**src/design/isaPkg.sv**
```systemverilog
package isaPkg;

  // ********************
  // Basic data types
  // ********************

  typedef logic [31:0] wordT;
  typedef logic [4:0]  regIdxT;

  // Instruction field positions
  localparam int opcodeHi = 31;
  localparam int opcodeLo = 26;
  localparam int rsHi     = 25;
  localparam int rsLo     = 21;
  localparam int rtHi     = 20;
  localparam int rtLo     = 16;
  localparam int rdHi     = 15;
  localparam int rdLo     = 11;
  localparam int shamtHi  = 10;
  localparam int shamtLo  = 6;
  localparam int functHi  = 5;
  localparam int functLo  = 0;
  localparam int immHi    = 15;
  localparam int immLo    = 0;

  // ********************
  // Encodings
  // ********************

  typedef enum logic [5:0] {
    opSpecial = 6'h00,
    opAddiu   = 6'h09,
    opSlti    = 6'h0a,
    opSltiu   = 6'h0b,
    opAndi    = 6'h0c,
    opOri     = 6'h0d,
    opXori    = 6'h0e,
    opLui     = 6'h0f,
    opLb      = 6'h20,
    opLh      = 6'h21,
    opLw      = 6'h23,
    opLbu     = 6'h24,
    opLhu     = 6'h25,
    opSb      = 6'h28,
    opSh      = 6'h29,
    opSw      = 6'h2b
  } opcodeT;

  // Only the fixed-amount shifts exist
  typedef enum logic [5:0] {
    fnSll  = 6'h00,
    fnSrl  = 6'h02,
    fnSra  = 6'h03,
    fnAddu = 6'h21,
    fnSubu = 6'h23,
    fnAnd  = 6'h24,
    fnOr   = 6'h25,
    fnXor  = 6'h26,
    fnNor  = 6'h27,
    fnSlt  = 6'h2a,
    fnSltu = 6'h2b
  } functT;

  typedef enum logic [3:0] {
    aluAdd, aluSub, aluAnd, aluOr, aluXor, aluNor, aluSlt,
    aluSltu, aluSll, aluSrl, aluSra, aluLui, aluPass
  } aluOpT;

  // Code is the byte count minus one
  typedef enum logic [1:0] {
    memByte = 2'b00,
    memHalf = 2'b01,
    memWord = 2'b11
  } memSizeT;

endpackage
```
**src/design/pipePkg.sv**
```systemverilog
package pipePkg;

  import isaPkg::*;

  // ********************
  // Decode to execute
  // ********************

  typedef struct packed {
    logic    valid;
    aluOpT   aluOp;
    regIdxT  rs;
    regIdxT  rt;
    regIdxT  dest;
    logic    writesReg;
    // B operand comes from imm instead of rt
    logic    useImm;
    // Shift amount from the instruction field
    logic    useShamt;
    logic [4:0] shamt;
    // Already sign or zero extended
    wordT    imm;
    logic    isLoad;
    logic    isStore;
    memSizeT memSize;
    logic    loadUnsigned;
    logic    illegal;
  } decodedOpT;

  // ********************
  // Execute to memory
  // ********************

  // What load extraction needs one cycle after the RAM read
  typedef struct packed {
    logic [1:0] byteOff;
    memSizeT    memSize;
    logic       loadUnsigned;
  } memCtlT;

  // ********************
  // Retire stream
  // ********************

  typedef struct packed {
    logic   illegal;
    logic   writesReg;
    regIdxT dest;
    wordT   value;
  } retireRecT;

endpackage

```
**src/design/writeback.sv**
```systemverilog
`timescale 1ns/1ps

module writeback (
  input  logic               clk,
  input  logic               rst,
  input  pipePkg::decodedOpT opE,
  input  isaPkg::wordT       aluResult,
  input  isaPkg::wordT       loadValue,
  input  logic               retReady,
  output logic               retValid,
  output pipePkg::retireRecT retRec,
  output logic               wbWrite,
  output isaPkg::regIdxT     wbDest,
  output isaPkg::wordT       wbValue,
  output logic               hold
);

  import isaPkg::*;

  logic   validM;
  logic   illegalM;
  logic   writesRegM;
  logic   isLoadM;
  regIdxT destM;
  wordT   aluM;

  // ********************
  // Execute to memory
  // ********************

  always_ff @(posedge clk) begin
    if (rst) begin
      validM     <= 1'b0;
      illegalM   <= 1'b0;
      writesRegM <= 1'b0;
      isLoadM    <= 1'b0;
    end else if (!hold) begin
      validM     <= opE.valid;
      illegalM   <= opE.illegal;
      writesRegM <= opE.writesReg;
      isLoadM    <= opE.isLoad;
    end
  end

  always_ff @(posedge clk) begin
    if (!hold) begin
      destM <= opE.dest;
      aluM  <= aluResult;
    end
  end

  // Result merge, stores already carry rt in aluM
  assign wbValue = isLoadM ? loadValue : aluM;
  assign wbDest  = destM;

  // Whole pipeline stalls while a record waits
  assign hold     = validM && !retReady;
  assign retValid = validM;
  assign wbWrite  = validM && writesRegM && !hold && (destM != '0);

  assign retRec = '{illegal: illegalM, writesReg: writesRegM, dest: destM, value: wbValue};

endmodule

```
**config.mk**
```make
export PLATFORM = sky130hd
export DESIGN_NAME = writeback
export DESIGN_NICKNAME = d
export VERILOG_FILES = /design/src/design/isaPkg.sv /design/src/design/pipePkg.sv /design/src/design/writeback.sv
export SDC_FILE = /design/constraint.sdc
export NUM_CORES = 1
export LEC_CHECK = 0
export ABC_AREA = 1
export BUFFER_PORTS_ARGS = -buffer_cell sky130_fd_sc_hd__buf_4
export CELL_PAD_IN_SITES_DETAIL_PLACEMENT = 1
export CELL_PAD_IN_SITES_GLOBAL_PLACEMENT = 1
export CORE_AREA = 4 4 105 107
export DETAILED_ROUTE_END_ITERATION = 6
export DIE_AREA = 0 0 109 111
export GPL_TIMING_DRIVEN = 0
export PLACE_DENSITY = 0.84
export SKIP_CTS_REPAIR_TIMING = 1
export SLEW_MARGIN = 20
export SYNTH_ARGS = -nofsm -noshare
export SYNTH_HDL_FRONTEND = slang
export SYNTH_SLANG_ARGS = --single-unit
export TNS_END_PERCENT = 20
```
**constraint.sdc**
```tcl
create_clock -name clk -period 1.8 [get_ports clk]
set_clock_uncertainty 0.2 [all_clocks]
set_input_delay 0.54 -clock clk [delete_from_list [all_inputs] [get_ports clk]]
set_output_delay 0.54 -clock clk [all_outputs]
set_load 0.005 [all_outputs]
```
== Word level (Yosys, flattened, before mapping) ==
Index checks and enable logic that the tools add are counted.

* RAM bits: 0
* Bits in latches: 0
* Memory bits (read-only): 0
* Input port bits: 133
* Register bits: 41
* Word-level logic and storage cells: 14
* Memories: 0
* Output and inout bits: 79

* Order comparisons: 0
* Reduce and logical (&&, ||, !) cells: 7
* Mux-type cells: 1
* Add/sub/neg operators: 0
* Equal/unequal tests: 0
* Divide/modulo/power cells: 0
* Shifts and indexed selects: 0
* $mul: 0
* Bitwise logic cells: 0

{| class="wikitable"
|+ Operators by type and width
! kind !! number
|-
| two-way mux 32 bit || 1
|-
| nonzero test 5 bit || 1
|-
| logical AND 1 bit || 4
|-
| zero test 1 bit || 2
|}

== Logic depth before layout (Yosys ltp) ==
Gate-level depths: netlist of the first run.

* Depth in word-level cells: 5
* Depth in mapped cells: 6
* Mapped depth without buffers: 5

== Worst setup path before layout of the first run ==
OpenSTA, ideal clock, no wires.

* Path type: input port to output port
* Start point: in retReady
* End point: out hold
* Arrival: 1.233 ns
* Data required time: 1.060 ns
* Setup slack: -0.173 ns
* Path buffers: 0
* Stages on the path: 3
* Cell sequence: inv_1 > nand2_2 > inv_2

* Cells in the longest elaborated chain, start to end: 2

{| class="wikitable"
|+ RTL lines
! item !! RTL line !! RTL
|-
| start: declaration || writeback.sv:9 || <nowiki>input logic retReady,</nowiki>
|-
| zero test 1 bit || writeback.sv:57 || <nowiki>assign hold = validM && !retReady;</nowiki>
|-
| logical AND 1 bit || writeback.sv:57 ||
|-
| end: declaration || writeback.sv:15 || <nowiki>output logic hold</nowiki>
|}

Every way passes these cells.

== Worst setup path in the final report of the first run ==
* Start point: reg isLoadM
* End point: out wbValue[28]

* Cells in the longest elaborated chain, start to end: 1

{| class="wikitable"
|+ RTL lines
! item !! RTL line !! RTL
|-
| start: declaration || writeback.sv:23 || <nowiki>logic isLoadM;</nowiki>
|-
| start signal: assignment || writeback.sv:41 || <nowiki>isLoadM <= opE.isLoad;</nowiki>
|-
| two-way mux 32 bit || writeback.sv:53 || <nowiki>assign wbValue = isLoadM ? loadValue : aluM;</nowiki>
|-
| end: declaration || writeback.sv:14 || <nowiki>output isaPkg::wordT wbValue,</nowiki>
|}

Every way passes these cells.

==> metrics.log, run 1 <==
[metrics] result of the run: finished with violations
[metrics] violations in the final reports: setup timing
[metrics] crit path kind: reg -> out
[metrics] share of power burned in the clock network: 0.245
[metrics] Final ANT Viol Nets: 0
[metrics] worst-case reg-to-reg path depth: 1
[metrics] worst min-delay path class: in -> reg
[metrics] Logic pwr share: 0.306
[metrics] number of primary I/O pins: 212
[metrics] RSZ-0062 raised after global routing: yes
[metrics] count of endpoints failing hold in the final timing report: 0
[metrics] share of the clock period used by the worst path after layout: 1.16
[metrics] post-detailed-route via-to-cell ratio: 3.86
[metrics] maximum net fanout on the critical path: 10
[metrics] ordered list of cells on the worst path: buf_8 -> buf_4 -> nand2_1 -> nand2_2 -> buf_4 -> buf_4
[metrics] proportion of synthesized chip area in sequential cells: 0.578
[metrics] Via Count: 1,970
[metrics] x dimension of the die: 109 µm
[metrics] DIE AREA: 0.0121 mm²
[metrics] clock-pin slew of the registers on the worst-case setup and hold paths: 0.08 ns
[metrics] switching power total: 640 µW
[metrics] routability cong.: 0.755
[metrics] number of antenna violations at the first check in global routing: 0
[metrics] wire length of the first global-routing pass: 10.7 mm
[metrics] starting density of the core: 0.203
[metrics] longest individual stage delay on the worst path: 0.33 ns
[metrics] time the worst path needs with I/O delays and setup: 2.09 ns
[metrics] Clock Root Buffer: sky130_fd_sc_hd__clkbuf_8
[metrics] Worst R2R Start: retValid$_SDFFE_PP0N_
[metrics] number of distinct standard cells referenced by the synthesized netlist: 13
[metrics] number of standard cells in the final layout excluding fillers: 511
[metrics] GR Util All Layers: 0.113
[metrics] Clock Path Buffers: 2
[metrics] post-synthesis instance total: 211
[metrics] share of power burned in registers: 0.448
[metrics] CP required: 1.06 ns
[metrics] DP Cell Count: 501
[metrics] cell area reported after detailed placement: 0.00339 mm²
[metrics] worst min-delay path endpoint: retValid$_SDFFE_PP0N_
[metrics] maximum number of pins on one net before global-route repair: 39
[metrics] P per Cell Area: 698 mW/mm²
[metrics] number of clock buffers inserted by TritonCTS: 5
[metrics] Max transition margin: 0.802
[metrics] Internal Dissipation: 1.91 mW
[metrics] HPWL after detailed placement: 5.87 mm
[metrics] total nets after synthesis: 344
[metrics] arrival time reported for the critical path endpoint: 1.35 ns
[metrics] Clock Sinks: 41
[metrics] total DRC errors in the routed layout: 0
[metrics] Hold Startpoint: rst
[metrics] Sw Share: 0.251
[metrics] measured slew at the worst slew-check pin: 0.297 ns
[metrics] port bufs: 154
[metrics] CTS H-tree lvls: 2
[metrics] Reg2Reg Capture Point: aluM[12]$_DFFE_PN_
[metrics] DR pass1 iterations: 4
[metrics] max-cap violations: 0
[metrics] internal reg-to-reg setup slack: 0.60 ns
[metrics] design area: 0.00365 mm²
[metrics] number of antenna diodes: 0
[metrics] post-synth design cell area: 0.00206 mm²
[metrics] Layout area overhead: 77.1%
[metrics] Detailed Route WL: 7.24 mm
[metrics] worst hold-check slack: 0.203 ns
[metrics] CP delay by family, top: buffers and inverters
[metrics] WL per Instance: 14.2 µm
[metrics] combined buffer and inverter count along the critical path: 4
[metrics] Setup WS post-layout: -0.286 ns
[metrics] flop and latch count out of synthesis: 41
[metrics] Row Count: 37
[metrics] Max VDD drop: 0.267 mV
[metrics] max-slew violation total from the final report: 0
[metrics] Die Ht: 111 µm
[metrics] number of global-route vias before repair: 2,163
[metrics] average instance area after synthesis: 9.77 µm²
[metrics] cell occurring most often along the worst timing path: sky130_fd_sc_hd__buf_4
[metrics] utilization after layout: 0.360
[metrics] leakage power: 1.83 nW
[metrics] fin nets: 507
[metrics] Max Clock Freq: 0.479 GHz
[metrics] Hold Path Cell Cnt: 2
[metrics] drt first-iter violations: 41
[metrics] remaining global-route overflow: 0
[metrics] endpoint kind of the worst setup timing path: output pin
[metrics] Setup-failing EPs final: 66
[metrics] Critical Path Slowest Stage Cell: sky130_fd_sc_hd__dfxtp_2
[metrics] clock latency reported for the late side of the worst-skew pair: 0.28 ns
[metrics] kind of start point of the critical path: register
[metrics] count of yosys warnings during synthesis: 0
[metrics] core region area: 0.0101 mm²
[metrics] TritonCTS clock tree: built
[metrics] power after layout: 2.55 mW
[metrics] share of cells above drive strength 1: 0.672
## layout by cell type (no fill, tap or decap)
cell type	n
sky130_fd_sc_hd__nand3b_1	1
sky130_fd_sc_hd__nand2_1	64
sky130_fd_sc_hd__buf_8	4
sky130_fd_sc_hd__clkbuf_8	6
sky130_fd_sc_hd__clkbuf_1	2
sky130_fd_sc_hd__nor2_1	10
sky130_fd_sc_hd__buf_4	193
sky130_fd_sc_hd__nand2_8	1
sky130_fd_sc_hd__clkinvlp_4	1
sky130_fd_sc_hd__nor2_2	1
sky130_fd_sc_hd__clkbuf_16	1
sky130_fd_sc_hd__inv_8	2
sky130_fd_sc_hd__dfxtp_1	2
sky130_fd_sc_hd__buf_12	1
sky130_fd_sc_hd__edfxtp_1	37
sky130_fd_sc_hd__nand3_1	3
sky130_fd_sc_hd__inv_1	4
sky130_fd_sc_hd__buf_6	2
sky130_fd_sc_hd__dfxtp_2	2
sky130_fd_sc_hd__nand2_4	2
sky130_fd_sc_hd__nand2_2	36
## stage by stage
stage	worst slack, ns	setup TNS [ns]
after global placement	-0.429	-0.498
after detailed placement	-0.443	-0.569
final	-0.286	-13.34
after floorplan	0.00396	0
after CTS	-0.447	-16.34
after global routing	-0.365	-18.57
## layout make-up
class / count / area (µm²)
flip-flops and latches: 41 / 1190
multi-input cells: 118 / 574
clock buffers: 8 / 90.1
plain buffers: 46 / 384
well taps: 136 / 170
fillers: 1193 / 6490
inverters: 7 / 45.0
repair buffers: 155 / 1190
## power groups by stage
stage	logic [mW]	clock network [mW]	registers [mW]
6_report	0.780	0.625	1.14
5_1_grt	0.854	0.698	1.15
4_1_cts	0.747	0.661	1.14
3_5_place_dp	0.746	0	1.16
3_3_place_gp	0.719	0	1.16
2_1_floorplan	0.298	0	1.15
## how the worst max path moves through the flow
stage,start,endpoint,depth (start not counted)
6_report,isLoadM$_SDFFE_PP0N_,wbValue[28],6
5_1_grt,isLoadM$_SDFFE_PP0N_,wbValue[28],6
4_1_cts,retReady,hold,5
3_5_place_dp,retReady,hold,5
3_3_place_gp,retReady,hold,5
2_1_floorplan,retReady,hold,3
## layer usage
metal | GRT usage | wire length [µm] | vias up
met5 | 0 | 0 | -
met4 | 0.0370 | 99 | 0
met3 | 0.0297 | 525 | 9
met2 | 0.222 | 4100 | 85
met1 | 0.111 | 2520 | 921
li1 | - | - | 955
## flip-flops by register name (all words and copies together), names as in the netlist
signal	flops
illegalM	1
writesRegM	1
retValid	1
wbDest	5
aluM	32
isLoadM	1
## cell families (layout without fill, tap and decap cells)
| family | count (synthesis) | count (layout) | share of synthesized area |
|---|---|---|---|
| buffers and inverters | 53 | 216 | 0.192 |
| and+or+nand+nor | 117 | 118 | 0.230 |
| DFF | 41 | 41 | 0.578 |
## cells in the mapped netlist
library cell / instances / area [µm²]
sky130_fd_sc_hd__nand2_1: 91 / 342
sky130_fd_sc_hd__buf_4: 42 / 315
sky130_fd_sc_hd__edfxtp_1: 37 / 1110
sky130_fd_sc_hd__nand2_2: 11 / 68.8
sky130_fd_sc_hd__nor2_1: 11 / 41.3
sky130_fd_sc_hd__inv_1: 5 / 18.8
sky130_fd_sc_hd__dfxtp_1: 4 / 80.1
sky130_fd_sc_hd__buf_6: 3 / 33.8
sky130_fd_sc_hd__nand3_1: 3 / 15.0
sky130_fd_sc_hd__buf_8: 1 / 15.0
sky130_fd_sc_hd__inv_2: 1 / 3.75
sky130_fd_sc_hd__inv_6: 1 / 8.76
sky130_fd_sc_hd__nand3b_1: 1 / 7.51
(Power assumes the default switching activity.)
==> run 2, diff against run 1 <==
--- a/config.mk
+++ b/config.mk
@@ -13,6 +13,7 @@
 export DETAILED_ROUTE_END_ITERATION = 6
 export DIE_AREA = 0 0 109 111
 export GPL_TIMING_DRIVEN = 0
+export MAX_ROUTING_LAYER = met4
 export PLACE_DENSITY = 0.84
 export SKIP_CTS_REPAIR_TIMING = 1
 export SLEW_MARGIN = 20
==> constraint.sdc (replaced) <==
create_clock -name clk -period 1.8 [get_ports clk]
set_clock_uncertainty 0.2 [all_clocks]
set_input_delay 0.18 -clock clk [delete_from_list [all_inputs] [get_ports clk]]
set_output_delay 0.18 -clock clk [all_outputs]
set_load 0.005 [all_outputs]
==> metrics.log, run 2 (synthesized netlist as in run 1, its figures left out) <==
[metrics] result of the run: finished clean (was finished with violations)
[metrics] P per Cell Area: 646 mW/mm² (was 698 mW/mm²)
[metrics] measured slew at the worst slew-check pin: 0.318 ns (was 0.297 ns)
[metrics] max-slew violation total from the final report: 0 (unchanged)
[metrics] CP required: 1.42 ns (was 1.06 ns)
[metrics] core region area: 0.0101 mm² (unchanged)
[metrics] clock-pin slew of the registers on the worst-case setup and hold paths: 0.07 ns (was 0.08 ns)
[metrics] worst min-delay path class: in -> reg (unchanged)
[metrics] total DRC errors in the routed layout: 0 (unchanged)
[metrics] number of antenna violations at the first check in global routing: 0 (unchanged)
[metrics] share of the clock period used by the worst path after layout: 0.965 (was 1.16)
[metrics] ordered list of cells on the worst path: buf_6 -> inv_6 -> buf_8 -> nand2_2 -> nand2_1 -> buf_4 -> buf_4 (was buf_8 -> buf_4 -> nand2_1 -> nand2_2 -> buf_4 -> buf_4)
[metrics] Max transition margin: 0.788 (was 0.802)
[metrics] flip-flop count of the largest register after layout: 32 (unchanged)
[metrics] routability cong.: 0.705 (was 0.755)
[metrics] Clock Path Buffers: 2 (unchanged)
[metrics] Internal Dissipation: 1.89 mW (was 1.91 mW)
[metrics] share of power burned in the clock network: 0.226 (was 0.245)
[metrics] crit path kind: reg -> out (unchanged)
[metrics] DR pass1 iterations: 4 (unchanged)
[metrics] longest individual stage delay on the worst path: 0.33 ns (about the same)
[metrics] remaining global-route overflow: 0 (unchanged)
[metrics] cell area reported after detailed placement: 0.00339 mm² (about the same)
[metrics] post-detailed-route via-to-cell ratio: 3.88 (was 3.86)
[metrics] Max Clock Freq: 0.576 GHz (was 0.479 GHz)
[metrics] count of endpoints failing hold in the final timing report: 0 (unchanged)
[metrics] time the worst path needs with I/O delays and setup: 1.74 ns (was 2.09 ns)
[metrics] GR Util All Layers: 0.114 (was 0.113)
[metrics] Logic pwr share: 0.324 (was 0.306)
[metrics] combined buffer and inverter count along the critical path: 5 (was 4)
[metrics] power after layout: 2.53 mW (was 2.55 mW)
[metrics] maximum number of pins on one net before global-route repair: 39 (unchanged)
[metrics] Via Count: 2,132 (was 1,970)
[metrics] arrival time reported for the critical path endpoint: 1.36 ns (was 1.35 ns)
[metrics] Sw Share: 0.253 (was 0.251)
[metrics] x dimension of the die: 109 µm (unchanged)
[metrics] port bufs: 154 (unchanged)
[metrics] Row Count: 37 (unchanged)
[metrics] number of clock buffers inserted by TritonCTS: 5 (unchanged)
[metrics] Clock Root Buffer: sky130_fd_sc_hd__clkbuf_8 (unchanged)
[metrics] WL per Instance: 14.0 µm (was 14.2 µm)
[metrics] TritonCTS clock tree: built (unchanged)
[metrics] Final ANT Viol Nets: 0 (unchanged)
[metrics] DP Cell Count: 501 (unchanged)
[metrics] Layout area overhead: 90.0% (was 77.1%)
[metrics] most frequent standard cell in the layout excluding fill and tap cells: sky130_fd_sc_hd__buf_4 (unchanged)
[metrics] number of standard cells in the final layout excluding fillers: 550 (was 511)
[metrics] max-cap violations: 0 (unchanged)
[metrics] design area: 0.00392 mm² (was 0.00365 mm²)
[metrics] Max VDD drop: 0.254 mV (was 0.267 mV)
[metrics] Detailed Route WL: 7.71 mm (was 7.24 mm)
[metrics] wire length of the first global-routing pass: 10.4 mm (was 10.7 mm)
[metrics] clock latency reported for the late side of the worst-skew pair: 0.28 ns (about the same)
[metrics] drt first-iter violations: 60 (was 41)
[metrics] CP delay by family, top: buffers and inverters (unchanged)
[metrics] maximum net fanout on the critical path: 10 (unchanged)
[metrics] fill cell count: 1,174 (was 1,193)
[metrics] leakage power: 1.97 nW (was 1.83 nW)
[metrics] endpoint kind of the worst setup timing path: output pin (unchanged)
[metrics] starting density of the core: 0.203 (unchanged)
[metrics] share of power burned in registers: 0.451 (was 0.448)
[metrics] number of global-route vias before repair: 2,150 (was 2,163)
[metrics] share of cells above drive strength 1: 0.546 (was 0.672)
[metrics] fin nets: 547 (was 507)
[metrics] Critical Path Slowest Stage Cell: sky130_fd_sc_hd__dfxtp_2 (unchanged)
[metrics] switching power total: 639 µW (was 640 µW)
[metrics] top library cells by usage in the layout, fill and taps aside: sky130_fd_sc_hd__buf_4, sky130_fd_sc_hd__nand2_1, sky130_fd_sc_hd__dlygate4sd3_1, sky130_fd_sc_hd__edfxtp_1, sky130_fd_sc_hd__nand2_2 (was sky130_fd_sc_hd__buf_4, sky130_fd_sc_hd__nand2_1, sky130_fd_sc_hd__edfxtp_1, sky130_fd_sc_hd__nand2_2, sky130_fd_sc_hd__nor2_1)
[metrics] HPWL after detailed placement: 5.80 mm (was 5.87 mm)
[metrics] cell occurring most often along the worst timing path: sky130_fd_sc_hd__buf_4 (unchanged)
[metrics] CTS H-tree lvls: 2 (unchanged)
[metrics] number of antenna diodes: 0 (unchanged)
[metrics] Setup-failing EPs final: 0 (was 66)
[metrics] number of primary I/O pins: 212 (unchanged)
[metrics] RSZ-0062 raised after global routing: yes (unchanged)
[metrics] Die Ht: 111 µm (unchanged)
[metrics] register with the most flip-flops: aluM (unchanged)
[metrics] kind of start point of the critical path: register (unchanged)
[metrics] Clock Sinks: 41 (unchanged)
[metrics] DIE AREA: 0.0121 mm² (unchanged)
==> run 2: per-stage QoR <==
stage	TNS, ns	utilization	hold WS (ns)	setup slack, ns
finish	0	0.386	0.159	0.0638
global route	-0.0354	0.386	0.190	-0.0170
CTS	-0.395	0.342	-0.152	-0.392
detailed placement	-0.0675	0.334	0.160	-0.0675
global placement	-0.00383	0.334	0.148	-0.00383
floorplan	0	-	0.0524	0.352
==> run 2: layout make-up <==
| cell class | count | area [µm²] | area share |
|---|---|---|---|
| flip-flops and latches | 41 | 1190 | 0.305 |
| multi-input cells | 117 | 503 | 0.128 |
| inverters | 7 | 31.3 | 0.00799 |
| clock inverters | 1 | 3.75 | 0.000959 |
| plain buffers | 46 | 364 | 0.0930 |
| well taps | 136 | 170 | 0.0435 |
| clock buffers | 6 | 72.6 | 0.0185 |
| repair buffers | 196 | 1580 | 0.403 |
==> run 2: metal layers <==
metal  GRT usage  routed length (µm)  up-vias
li1            -                   -     1031
met4      0.0227                  97        0
met3      0.0355                 557       11
met5           -                   0        -
met1       0.108                2620     1002
met2       0.222                4430       88
==> run 2: path summary, 6_finish.rpt <==
check	startpoint	end	slack, ns	depth (start not counted)
setup / recovery	isLoadM$_SDFFE_PP0N_	wbValue[8]	0.06	7
hold / removal	retReady	isLoadM$_SDFFE_PP0N_	0.16	5
setup reg to reg	retValid$_SDFFE_PP0N_	illegalM$_SDFFE_PP0N_	0.58	4
hold reg to reg	writesRegM$_SDFFE_PP0N_	writesRegM$_SDFFE_PP0N_	0.40	4
==> run 2: worst register-to-register path, delay by kind of cell (launching register included) <==
kind,cells,cell delay (ns)
flops,1,0.37
buf+inv,1,0.11
simple gates,3,0.44
==> run 2: power by group through the flow <==
stage / combinational (mW) / sequential (mW) / clock (mW)
floorplan: 0.298 / 1.15 / 0
CTS: 0.741 / 1.14 / 0.606
finish: 0.818 / 1.14 / 0.570
detailed placement: 0.740 / 1.16 / 0
global route: 0.893 / 1.15 / 0.634
global placement: 0.715 / 1.16 / 0
