===== config.mk =====
export PLATFORM = sky130hd
export DESIGN_NAME = decodeStage
export DESIGN_NICKNAME = d
export VERILOG_FILES = /design/src/design/isaPkg.sv /design/src/design/pipePkg.sv /design/src/design/decodeStage.sv
export SDC_FILE = /design/constraint.sdc
export NUM_CORES = 1
export LEC_CHECK = 0
export BUFFER_PORTS_ARGS = -buffer_cell sky130_fd_sc_hd__buf_4
export CAP_MARGIN = 20
export CORE_MARGIN = 2
export CORE_UTILIZATION = 48
export CTS_CLUSTER_DIAMETER = 60
export DETAILED_ROUTE_END_ITERATION = 12
export MAX_ROUTING_LAYER = met4
export PLACE_DENSITY = 0.8
export REMOVE_ABC_BUFFERS = 1
export SETUP_SLACK_MARGIN = 0.15
export SYNTH_ARGS = -nofsm -noshare
export SYNTH_HDL_FRONTEND = slang
export SYNTH_SLANG_ARGS = --single-unit

===== constraint.sdc =====
create_clock -name clk -period 1.79 [get_ports clk]
set_input_delay 0 -clock clk [delete_from_list [all_inputs] [get_ports clk]]
set_output_delay 0 -clock clk [all_outputs]
set_load 0.01 [all_outputs]

===== src/design/isaPkg.sv =====
package isaPkg;

  // ********************
  // Basic data types
  // ********************

  typedef logic [31:0] wordT;
  typedef logic [4:0]  regIdxT;

  // Instruction field positions
  localparam int opcodeHi = 31;
  localparam int opcodeLo = 26;
  localparam int rsHi     = 25;
  localparam int rsLo     = 21;
  localparam int rtHi     = 20;
  localparam int rtLo     = 16;
  localparam int rdHi     = 15;
  localparam int rdLo     = 11;
  localparam int shamtHi  = 10;
  localparam int shamtLo  = 6;
  localparam int functHi  = 5;
  localparam int functLo  = 0;
  localparam int immHi    = 15;
  localparam int immLo    = 0;

  // ********************
  // Encodings
  // ********************

  typedef enum logic [5:0] {
    opSpecial = 6'h00,
    opAddiu   = 6'h09,
    opSlti    = 6'h0a,
    opSltiu   = 6'h0b,
    opAndi    = 6'h0c,
    opOri     = 6'h0d,
    opXori    = 6'h0e,
    opLui     = 6'h0f,
    opLb      = 6'h20,
    opLh      = 6'h21,
    opLw      = 6'h23,
    opLbu     = 6'h24,
    opLhu     = 6'h25,
    opSb      = 6'h28,
    opSh      = 6'h29,
    opSw      = 6'h2b
  } opcodeT;

  // Only the fixed-amount shifts exist
  typedef enum logic [5:0] {
    fnSll  = 6'h00,
    fnSrl  = 6'h02,
    fnSra  = 6'h03,
    fnAddu = 6'h21,
    fnSubu = 6'h23,
    fnAnd  = 6'h24,
    fnOr   = 6'h25,
    fnXor  = 6'h26,
    fnNor  = 6'h27,
    fnSlt  = 6'h2a,
    fnSltu = 6'h2b
  } functT;

  typedef enum logic [3:0] {
    aluAdd, aluSub, aluAnd, aluOr, aluXor, aluNor, aluSlt,
    aluSltu, aluSll, aluSrl, aluSra, aluLui, aluPass
  } aluOpT;

  // Code is the byte count minus one
  typedef enum logic [1:0] {
    memByte = 2'b00,
    memHalf = 2'b01,
    memWord = 2'b11
  } memSizeT;

endpackage

===== src/design/pipePkg.sv =====
package pipePkg;

  import isaPkg::*;

  // ********************
  // Decode to execute
  // ********************

  typedef struct packed {
    logic    valid;
    aluOpT   aluOp;
    regIdxT  rs;
    regIdxT  rt;
    regIdxT  dest;
    logic    writesReg;
    // B operand comes from imm instead of rt
    logic    useImm;
    // Shift amount from the instruction field
    logic    useShamt;
    logic [4:0] shamt;
    // Already sign or zero extended
    wordT    imm;
    logic    isLoad;
    logic    isStore;
    memSizeT memSize;
    logic    loadUnsigned;
    logic    illegal;
  } decodedOpT;

  // ********************
  // Execute to memory
  // ********************

  // What load extraction needs one cycle after the RAM read
  typedef struct packed {
    logic [1:0] byteOff;
    memSizeT    memSize;
    logic       loadUnsigned;
  } memCtlT;

  // ********************
  // Retire stream
  // ********************

  typedef struct packed {
    logic   illegal;
    logic   writesReg;
    regIdxT dest;
    wordT   value;
  } retireRecT;

endpackage


===== src/design/decodeStage.sv =====
`timescale 1ns/1ps

module decodeStage (
  input  logic              clk,
  input  logic              rst,
  input  logic              inValid,
  input  isaPkg::wordT      inWord,
  input  logic              hold,
  output logic              inReady,
  output pipePkg::decodedOpT opE
);

  import isaPkg::*;
  import pipePkg::*;

  opcodeT    opcode;
  functT     funct;
  decodedOpT dec;
  logic      accept;

  assign opcode  = opcodeT'(inWord[opcodeHi:opcodeLo]);
  assign funct   = functT'(inWord[functHi:functLo]);
  assign inReady = !hold;
  assign accept  = inValid && !hold;

  // ********************
  // Instruction decoder
  // ********************

  always_comb begin
    dec           = '0;
    dec.valid     = 1'b1;
    dec.rs        = inWord[rsHi:rsLo];
    dec.rt        = inWord[rtHi:rtLo];
    dec.shamt     = inWord[shamtHi:shamtLo];
    dec.dest      = inWord[rtHi:rtLo];
    dec.writesReg = 1'b1;
    dec.useImm    = 1'b1;
    dec.aluOp     = aluPass;
    dec.memSize   = memWord;
    dec.imm       = {{16{inWord[immHi]}}, inWord[immHi:immLo]};
    case (opcode)
      opSpecial: begin
        dec.dest   = inWord[rdHi:rdLo];
        dec.useImm = 1'b0;
        case (funct)
          fnSll: begin
            dec.aluOp    = aluSll;
            dec.useShamt = 1'b1;
          end
          fnSrl: begin
            dec.aluOp    = aluSrl;
            dec.useShamt = 1'b1;
          end
          fnSra: begin
            dec.aluOp    = aluSra;
            dec.useShamt = 1'b1;
          end
          fnAddu:  dec.aluOp = aluAdd;
          fnSubu:  dec.aluOp = aluSub;
          fnAnd:   dec.aluOp = aluAnd;
          fnOr:    dec.aluOp = aluOr;
          fnXor:   dec.aluOp = aluXor;
          fnNor:   dec.aluOp = aluNor;
          fnSlt:   dec.aluOp = aluSlt;
          fnSltu:  dec.aluOp = aluSltu;
          default: dec.illegal = 1'b1;
        endcase
      end
      opAddiu: dec.aluOp = aluAdd;
      opSlti:  dec.aluOp = aluSlt;
      opSltiu: dec.aluOp = aluSltu;
      opAndi, opOri, opXori, opLui: begin
        dec.imm = {16'h0000, inWord[immHi:immLo]};
        case (opcode)
          opAndi:  dec.aluOp = aluAnd;
          opOri:   dec.aluOp = aluOr;
          opXori:  dec.aluOp = aluXor;
          default: dec.aluOp = aluLui;
        endcase
      end
      opLb, opLh, opLw, opLbu, opLhu: begin
        dec.aluOp        = aluAdd;
        dec.isLoad       = 1'b1;
        dec.loadUnsigned = (opcode == opLbu) || (opcode == opLhu);
        if (opcode == opLb || opcode == opLbu) dec.memSize = memByte;
        else if (opcode == opLh || opcode == opLhu) dec.memSize = memHalf;
      end
      // Stores pass rt through so it shows up in the retire record
      opSb, opSh, opSw: begin
        dec.isStore   = 1'b1;
        dec.writesReg = 1'b0;
        dec.useImm    = 1'b0;
        if (opcode == opSb) dec.memSize = memByte;
        else if (opcode == opSh) dec.memSize = memHalf;
      end
      default: dec.illegal = 1'b1;
    endcase
    // Illegal words retire with a zero value and no side effects
    if (dec.illegal) begin
      dec.writesReg = 1'b0;
      dec.isLoad    = 1'b0;
      dec.isStore   = 1'b0;
      dec.useImm    = 1'b1;
      dec.imm       = '0;
      dec.aluOp     = aluPass;
    end
  end

  always_ff @(posedge clk) begin
    if (rst) begin
      opE <= '0;
    end else if (accept) begin
      opE <= dec;
    end else if (!hold) begin
      opE.valid <= 1'b0;
    end
  end

endmodule


# [After elaboration in Yosys (flattened, before gate mapping)]
# Index checks and enable logic that the tools add are counted.
[classes] eq_ne=26 muxes=24 reduce_logical=15
[ops] op="$eq A6 B6 Y1 const B" n=16
[ops] op="$pmux W4 S11" n=1
[ops] op="$eq A6 B4 Y1 const B" n=7
[ops] op="$mux W34" n=1
[ops] op="$mux W32" n=1
[ops] op="$pmux W4 S5" n=1
[ops] op="$reduce_or A15 Y1" n=1
[ops] op="$eq A6 B2 Y1 const B" n=2
[ops] op="$logic_not A6 Y1" n=2
[ops] op="$pmux W4 S3" n=1
[ops] op="$reduce_or A11 Y1" n=1
[ops] op="$mux W1" n=10
[ops] op="$mux W2" n=5
[ops] op="$reduce_or A4 Y1" n=2
[ops] op="$reduce_or A3 Y1" n=2
[ops] op="$reduce_or A6 Y1" n=1
[ops] op="$mux W5" n=1
[ops] op="$reduce_or A5 Y1" n=1
[ops] op="$mux W4" n=1
[ops] op="$pmux W2 S2" n=1
[ops] op="$logic_or A1 B1 Y1" n=3
[ops] op="$ne A2 B1 Y1 const B" n=1
[ops] op="$pmux W1 S2" n=1
[ops] op="$logic_and A1 B1 Y1" n=1
[ops] op="$logic_not A1 Y1" n=1
[totals] regBits=66 inputBits=36 out_inout_bits=67 elab_cells=80

# [Longest topological paths before layout]
# Gate-level depths: netlist of run 1.
[depth] word_depth=5 mapped_depth=7 mapped_depth_nobuf=5

# [Least setup slack after synthesis of run 1]
# Ideal clock, no wire load.
[synth_path] kind="input port to flip-flop" startpoint="input inWord[2]" endpoint="register opE[63] (netlist name)" setup_time_ns=0.125 arrival_ns=1.355 required_ns=1.665 slack_ns=0.309 cell_stages=6 path_buffers=1 cell_sequence="buf_6 > nand2b_4 > a2111oi_4 > o31a_4 > nand3b_4 > o41a_1"
[synth_between] elab_chain_len=5 elab_cells_between_ends=17 classes_between="eq/ne: 10; mux: 5; reduce/logical: 2"
[synth_lines] item="from (decl)" line="decodeStage.sv:7" rtl="input isaPkg::wordT inWord,"
[synth_lines] item="$eq A6 B2 Y1 (tied with other cells)" line="decodeStage.sv:46" rtl="case (funct)"
[synth_lines] item="$reduce_or A11 Y1 (no line)"
[synth_lines] item="$mux W1" line="decodeStage.sv:46"
[synth_lines] item="$pmux W1 S2" line="decodeStage.sv:42" rtl="case (opcode)"
[synth_lines] item="$mux W4 *" line="decodeStage.sv:100" rtl="if (dec.illegal) begin"
[synth_lines] item="to (decl)" line="decodeStage.sv:10" rtl="output pipePkg::decodedOpT opE"
# Every way passes the cells marked *; elsewhere a longest branch is shown, timed or not.
# A chain may end at the register's enable or synchronous reset.

# [Final worst setup path of run 1]
[layout_path] startpoint="input inWord[30]" endpoint="register opE[14] (netlist name)"
[layout_between] elab_chain_len=4 elab_cells_between_ends=19 classes_between="eq/ne: 15; mux: 2; reduce/logical: 2"
[layout_lines] item="$eq A6 B6 Y1 / $eq A6 B4 Y1 (equally long branches)" line="decodeStage.sv:42"
[layout_lines] item="$reduce_or A15 Y1 (no line)"
[layout_lines] item="$pmux W1 S2 *" line="decodeStage.sv:42"
[layout_lines] item="$mux W34 *" line="decodeStage.sv:100"
# Marks and branches as above.

==> qor.yml, run 1 <==
status: "completed"
r2r_cells: 2
rsz0062_at_grt: "no"
nets: 436
initial_core_util_pct: 49.3
reg2reg_from: "opE[36]"
setup_viol: 0
ios: 103
synth_warnings: 0
setup_ws_ns: 0.253
finalInstanceArea_um2: 3490
multi_input_area_um2: 1230
grt_pass1_wl_um: 10400
largest_reg_flops: 51
die_x_um: 76.0
regMostFlops: "opE"
grt_max_degree: 69
required_ns: 1.97
yosysSeqAreaShare_pct: 41.1
synth_cell_types: 42
cts_sinks: 51
drtIter0Drc: 108
vias: 2454
groute.usage.overall_pct: 22.5
dpl.hpwl_um: 4190
layout-drive-gt1-share_pct: 30.5
cts-root-buf: "clkbuf_8"
antennaDiodeCount: 0
h-tree-depth: 2
path_class: "in2reg"
syn_inst: 304
drv_cap: 0
num_rows: 26
setup_tns_ns: 0
worstHoldPathCells: 3
post-cts-setup-buffers: 0
dieArea_um2: 5770
power_density_nw_per_um2: 690
place_area_um2: 3160
hp-start: "inWord[0]"
ir_drop_mv: 0.409
layout_common_cells: "buf_4, dfxtp_1, nand2_1, a21oi_1, nor2_1"
top_regs: "opE x51"
ys_ff_latch: 51
utilization_pct: 69.1
worstPathMaxFanout: 11
dp_worst_setup_slack_ns: 0.177
finalCritPeriodShare_pct: 85.9
grt_pass1_vias: 2236
clockBufferDepth: 2
r2r_end: "opE[36]"
relSlewSlack_pct: 62.1
place_congestion: 0.868
leakagePower_nw: 1.51
n_fill_cell: 410
wirelength_um: 6470
cts_tree: "yes"
gr-total-overflow: 0
power_mw: 2.40
routed_via_density: 5.22
final_common_cell: "buf_4"
holdPathEnd: "opE[6]"
antenna_found_initial: 0
critPathArrivalTime_ns: 1.72
netlist_area_um2: 2480
final_max_slew_viol_count: 0
cp-start-kind: "primary input"
cp-end-kind: "flop"
insertion_delay_ns: 0.29
hold_viol: 0
max_freq_mhz: 651
core_um2: 5040
ant_nets: 0
syn_area_per_cell_um2: 8.17
numCtsBuffers: 5
layout_min_cycle_time_ns: 1.54
path_clk_slew_ns: 0.09
die_y_um: 76.0
fin_worst_skew_ns: 0
worstMarginPinSlew_ns: 0.568
routedWlPerCell_um: 13.8
r2r_setup_slack_ns: 0.85
hp-class: "in2reg"
syn_to_final_growth_pct: 40.3
drtPass1Iterations: 4
port-buffer-count: 102
drc: 0
sequential_cell_area_um2: 1020
==> per-layer routing <==
layer,track usage [%],vias up,share of wire [%]
met5,-,-,0
met4,5.27,0,1.0
met3,4.05,7,5.5
met2,37.3,87,49
met1,28.7,1138,45
li1,-,1222,-
==> what timing repair did <==
item                                   4_1_cts  5_1_grt
endpoints found under the hold margin       26        0
hold buffers                                21        0
gates resized for setup                      0        3
setup endpoints to repair                    0       13
==> synth_stat cells (all sizes together) <==
master / instances / area, um^2
nor3: 9 / 50.1
mux2i: 5 / 50.1
a21oi: 28 / 140
a21o: 1 / 7.51
nand4b: 2 / 17.5
or4b: 1 / 10.0
a31oi: 1 / 6.26
dfxtp: 51 / 1020
o21ai: 23 / 115
a311oi: 1 / 8.76
nand3b: 20 / 163
a32oi: 1 / 8.76
nand3: 1 / 5.00
o31a: 2 / 26.3
o41a: 1 / 11.3
o31ai: 4 / 30.0
nand2b: 18 / 120
a2111oi: 3 / 45.1
nand2: 41 / 154
nor2b: 4 / 25.0
nor3b: 3 / 22.5
a211oi: 7 / 52.6
and2: 1 / 6.26
nor2: 24 / 90.1
nor4: 1 / 6.26
o221ai: 1 / 8.76
inv: 5 / 18.8
a221oi: 1 / 8.76
maj3: 1 / 10.0
or3b: 1 / 8.76
buf: 19 / 145
clkbuf: 21 / 80.1
or3: 2 / 12.5
==> kinds of logic (layout without fill, tap and decap cells) <==
family,count (synthesis),in the layout,synth area share (%)
AOI/OAI and AO/OA,74,74,18.9
adders and majority gates,1,1,0.403
buffers and inverters,45,141,9.82
DFF,51,51,41.1
muxes,5,5,2.01
and+or+nand+nor,128,128,27.8
==> final cells by class <==
cell class / instances / area share, %
Multi-Input combinational cell: 208 / 35.2
Timing Repair Buffer: 129 / 29.5
Sequential cell: 51 / 29.3
Tap cell: 70 / 2.51
Clock buffer: 6 / 2.08
Clock inverter: 1 / 0.861
Inverter: 5 / 0.538
==> worst max path at each step <==
stage	end	startpoint	cells after the start	slack, ns
finish	opE[14]	inWord[30]	8	0.25
global route	opE[16]	inWord[30]	8	0.15
CTS	opE[16]	inWord[30]	8	0.22
detailed placement	opE[63]	inWord[2]	6	0.18
global placement	opE[63]	inWord[2]	6	0.21
floorplan	opE[63]	inValid	4	-0.43
==> critical path: stages <==
cell           delay, ns
dlygate4sd3_1       0.54
buf_4               0.17
nor3_1              0.13
nand2_1             0.12
o31a_4              0.39
nand3b_4            0.14
buf_8               0.14
o21ai_0             0.08
==> through the flow <==
| stage | hold WS (ns) | instances |
|---|---|---|
| global route | 0.0176 | 470 |
| global placement | 0.248 | 442 |
| floorplan | 0.0510 | 264 |
| finish | 0.00614 | 470 |
| CTS | 0.00316 | 470 |
| detailed placement | 0.259 | 442 |
==> where the power goes <==
part           switching (mW)  internal (mW)
Clock                   0.355          0.410
Sequential             0.0252           1.18
Combinational           0.215          0.221
Total                   0.596           1.81
(Power assumes the default switching activity.)
==> run 2, diff against run 1 <==
- ABC_AREA: not set -> 1
==> run 2 against run 1 <==
First-iteration DRC count increased by 63%. Flip-flop and latch count unchanged. Clock power increased by 1%. Worst hold slack got worse by 0.0039 ns. Clock skew unchanged. Clock-buffer cell count decreased by 1. Highest routed layer unchanged.
==> qor.yml, run 2 <==
status: "completed"
initial_core_util_pct: 50.7
core_um2: 4820
worstHoldPathCells: 3
leakagePower_nw: 1.62
layout-drive-gt1-share_pct: 29.2
yosysTopAreaCell: "dfxtp_1"
p_seq_share_pct: 49.7
final_common_cell: "buf_4"
hp-class: "in2reg"
synthArstFlopShare_pct: 0
synth_commonest_cells: "nand2_1, dfxtp_1, nor2_1, a21oi_1, inv_1"
cp-end-kind: "flop"
numCtsBuffers: 5
num_rows: 25
required_ns: 2.02
final_max_slew_viol_count: 0
synth-edff-count: 0
yosysSeqAreaShare_pct: 41.8
switching_share_pct: 25.9
cts-root-buf: "clkbuf_8"
routedWlPerCell_um: 12.7
syn_inst: 340
gr-total-overflow: 0
setup_viol: 0
cts_resized: 0
drc: 0
dp_worst_setup_slack_ns: 0.314
syn_to_final_growth_pct: 42.4
syn_area_per_cell_um2: 7.19
h-tree-depth: 2
antennaDiodeCount: 0
path_class: "in2reg"
netlist_area_um2: 2440
r2r_setup_slack_ns: 0.81
hold_viol: 0
ys_ff_latch: 51
synth_top_area_share_pct: 41.8
regMostFlops: "opE"
worstMarginPinSlew_ns: 0.524
whs_ns: 0.00222
finalCritPeriodShare_pct: 80.5
ant_nets: 0
nets: 481
antenna_found_initial: 0
ios: 103
clkPwrFrac_pct: 31.9
p_int_mw: 1.80
die_x_um: 75.4
place_congestion: 0.868
drv_cap: 0
layout_common_cells: "buf_4, nand2_1, dfxtp_1, nor2_1, a21oi_1"
die_y_um: 75.4
wirelength_um: 6530
clockBufferDepth: 2
groute.usage.overall_pct: 23.4
synth-main-ff-cell: "dfxtp_1"
ir_drop_mv: 0.351
top_regs: "opE x51"
r2r_end: "opE[36]"
cts_tree: "yes"
n_fill_cell: 404
worstPathMaxFanout: 15
fin_worst_skew_ns: 0
cts_sinks: 51
grt_max_degree: 46
p_comb_share_pct: 18.4
routed_via_density: 4.99
hp-start: "inWord[4]"
dieArea_um2: 5680
path_clk_slew_ns: 0.08
synth_area_leaders: "dfxtp_1, nand2_1, nor2_1"
dpl.hpwl_um: 4400
synth_warnings: 0
largest_reg_flops: 51
power_density_nw_per_um2: 699
max_freq_mhz: 694
switchingPower_mw: 0.631
layout_min_cycle_time_ns: 1.44
insertion_delay_ns: 0.30
port-buffer-count: 102
synth_cell_types: 27
grt_pass1_wl_um: 10100
utilization_pct: 72.3
r2r_cells: 2
rsz0062_at_grt: "no"
reg2reg_from: "opE[36]"
relSlewSlack_pct: 65.0
drtIter0Drc: 176
drtPass1Iterations: 4
vias: 2553
power_mw: 2.43
holdPathEnd: "opE[10]"
setup_ws_ns: 0.349
critPathArrivalTime_ns: 1.67
synth.most_common_cell: "nand2_1"
cp-start-kind: "primary input"
grt_pass1_vias: 2305
==> run 2: cell count changes after synthesis, sizes merged, moves of 5 or more <==
| cell | change |
|---|---|
| inv | +24 |
| nand3b | -19 |
| nor3 | -7 |
| mux2i | -5 |
| nand4 | +18 |
| a211oi | -7 |
| nand2 | +31 |
| clkbuf | -11 |
| nand3 | +18 |
| nor2 | +27 |
| nand2b | -18 |
| o211ai | +6 |
==> run 2: timing repair <==
action	4_1_cts	5_1_grt
hold endpoints to repair	29	0
setup buffers	0	2
hold buffers	24	0
endpoints found under the setup margin	0	3
==> run 2: power by group through the flow <==
| stage | Combinational, mW | Sequential (mW) | Clock [mW] |
|---|---|---|---|
| detailed placement | 0.401 | 1.24 | 0 |
| floorplan | 0.153 | 1.26 | 0 |
| CTS | 0.445 | 1.21 | 0.798 |
| finish | 0.448 | 1.21 | 0.777 |
| global placement | 0.393 | 1.23 | 0 |
| global route | 0.492 | 1.22 | 0.821 |
==> run 2: critical path, cell delays in order <==
cell and delay, ns:
dlygate4sd3_1 0.53, buf_4 0.14, nor2_1 0.15, inv_1 0.05, nor2_1 0.16, nand2_1 0.12
nand4_4 0.15, buf_12 0.15, nand4_1 0.07, a21oi_1 0.14
==> run 2: final cells by class <==
| cell class | instances | area (um^2) | share of cell area [%] |
|---|---|---|---|
| multi-input cells | 226 | 1100 | 31.6 |
| well taps | 67 | 83.8 | 2.41 |
| clock inverters | 2 | 37.5 | 1.08 |
| inverters | 30 | 113 | 3.24 |
| repair buffers | 131 | 1060 | 30.3 |
| flip-flops and latches | 51 | 1020 | 29.3 |
| clock buffers | 5 | 68.8 | 1.98 |
==> run 2: through the flow <==
step           TNS, ns  instance area, um^2  instances
3_5_place_dp         0                 3110        479
3_3_place_gp         0                 3110        479
2_1_floorplan    -8.39                 2230        307
4_1_cts              0                 3450        510
6_report             0                 3480        512
5_1_grt              0                 3480        512
==> run 2: cell families (layout without fill, tap and decap cells) <==
kind of cell / count (synthesis) / in the layout / share of synthesized area, %
AO/OA/AOI/OAI: 62 / 62 / 13.7
buffers and inverters: 63 / 168 / 13.2
flip-flops: 51 / 51 / 41.8
AND/OR/NAND/NOR: 164 / 164 / 31.3
==> run 2: metal layers <==
metal / part of all wire [%] / wire length, um / track usage (%) / vias up
met1: 43 / 2840 / 27.7 / 1151
met3: 6.9 / 450 / 4.37 / 9
met4: 1.1 / 74 / 6.43 / 0
met5: 0 / 0 / - / -
li1: - / - / - / 1306
met2: 48 / 3160 / 40.8 / 87
==> run 2: worst max path at each step <==
stage / from / end / slack, ns / cells after the start
final: inWord[5] / opE[15] / 0.35 / 10
after global routing: inWord[5] / opE[7] / 0.20 / 10
after CTS: inWord[5] / opE[63] / 0.23 / 10
after detailed placement: inWord[31] / opE[0] / 0.31 / 9
after global placement: inWord[31] / opE[44] / 0.42 / 9
after floorplan: hold / opE[44] / -0.35 / 6
==> run 3, diff against run 2 <==
- clock period: 1.79 -> 1.38 ns (I/O delays scaled with it)
==> run 3 against run 2 <==
Worst hold slack improved by 0.0072 ns. Design area rose by 0.93%. Worst setup slack improved by 0.021 ns. Die area did not move. Flip-flop and latch count unchanged. Via count increased by 1.9%. Sequential power up 30%. Critical path depth fell by 2. Combinational power up 33%. Non-clock buffer count increased by 5. Final cell count up 1.2%. Power up 27%. Critical path type unchanged. Critical endpoint is now opE[6]. Largest power group unchanged.
==> qor.yml, run 3 (synthesized netlist as in run 2, its figures left out) <==
ios: 103
status: "completed"
leakagePower_nw: 1.64
grt_util_met2_pct: 40.7
required_ns: 1.56
largest_reg_flops: 51
gr-total-overflow: 0
ant_nets: 0
layout_common_cells: "buf_4, nand2_1, dfxtp_1, nor2_1, a21oi_1"
grt_pass1_wl_um: 10400
critPathArrivalTime_ns: 1.19
routedWlPerCell_um: 13.1
reg2reg_from: "opE[36]"
place_inst: 487
cts-root-buf: "clkbuf_8"
gr-max-usage-layer: "met2"
hp-class: "in2reg"
cp-start-kind: "primary input"
dp_worst_setup_slack_ns: 0.0576
crit_chain: "buf_4 -> nor2_2 -> nand3_4 -> inv_2 -> nand4_4 -> buf_4 -> nand4_1 -> a21oi_1"
initial_core_util_pct: 50.7
h-tree-depth: 2
drtPass1Iterations: 4
crit_slowest_cell: "buf_4"
top_regs: "opE x51"
layout_min_cycle_time_ns: 1.01
core_um2: 4820
setup_tns_ns: 0
ir_drop_mv: 0.531
path_class: "in2reg"
groute.usage.overall_pct: 24.0
instances_no_fill: 518
cts_sinks: 51
cts_tree: "yes"
fin_worst_skew_ns: 0
finalCritPeriodShare_pct: 73.2
power_density_nw_per_um2: 882
wirelength_um: 6780
layout-drive-gt1-share_pct: 30.4
cpPeakStageDelay_ns: 0.25
drc: 0
cts_resized: 0
place_congestion: 0.933
worstPathMaxFanout: 14
post-cts-setup-buffers: 0
cp-end-kind: "flop"
setup_ws_ns: 0.370
dpl.hpwl_um: 4660
postCtsHoldBufs: 23
nets: 486
max_freq_mhz: 990
insertion_delay_ns: 0.30
final_common_cell: "buf_4"
use_met3_pct: 4.63
hold_viol: 0
utilization_pct: 72.9
clockBufferDepth: 2
numCtsBuffers: 5
relSlewSlack_pct: 63.2
path_clk_slew_ns: 0.09
worstMarginPinSlew_ns: 0.552
vias: 2601
drtIter0Drc: 179
rsz0062_at_grt: "no"
antennaDiodeCount: 0
syn_to_final_growth_pct: 43.8
antenna_found_initial: 0
grt_pass1_vias: 2330
num_rows: 25
regMostFlops: "opE"
grt_max_degree: 34
port-buffer-count: 102
drv_cap: 0
dieArea_um2: 5680
cp-startpoint: "inWord[26]"
use_met1_pct: 29.3
cpMostUsedCell: "buf_4"
final_max_slew_viol_count: 0
setup_viol: 0
routed_via_density: 5.02
die_y_um: 75.4
die_x_um: 75.4
hp-start: "inWord[12]"
## run 3: changes by cell type in the layout (fill, tap and decap cells not counted)
| cell | change |
|---|---|
| buf_4 | +6 |
| bufinv_16 | -1 |
| clkbuf_8 | +2 |
| dlygate4sd3_1 | -1 |
## run 3: worst max-delay path: cells and delay by family
kind                   cells  cell delay, ns
AO/OA/AOI/OAI              1            0.07
buffers and inverters      3            0.51
AND/OR/NAND/NOR            4            0.60
## run 3: path summary, 6_finish.rpt
check / endpoint / slack [ns] / cells after the start
hold / removal: opE[18] / 0.009 / 3
hold reg to reg: opE[42] / 0.47 / 2
setup reg to reg: opE[36] / 0.59 / 3
setup / recovery: opE[6] / 0.37 / 8
## run 3: layout make-up
type                       instances  area (um^2)
fill                             434         1300
multi-input combinational        226         1100
timing repair buffer             136         1090
sequential                        51         1020
inverter                          30          113
clock buffer                       7         96.3
tap                               67         83.8
clock inverter                     1         7.51
## run 3: metal layers
metal | wire [um] | vias up
li1 | - | 1316
met1 | 2970 | 1177
met2 | 3250 | 96
met3 | 457 | 12
met4 | 98 | 0
met5 | 0 | -
## run 3: where the power goes
part	internal, mW	switching [mW]	leakage, nW
logic	0.285	0.312	1.18
registers	1.53	0.0338	0.417
clock network	0.457	0.475	0.0505
total	2.28	0.821	1.64
## run 3: stage by stage
step | cell area (um^2) | power (mW) | hold slack (ns)
after CTS | 3510 | 3.11 | 0.00169
after floorplan | 2230 | 1.83 | 0.0281
after global routing | 3510 | 3.23 | 0.0178
final | 3510 | 3.10 | 0.00940
after detailed placement | 3180 | 2.14 | 0.249
after global placement | 3180 | 2.13 | 0.244
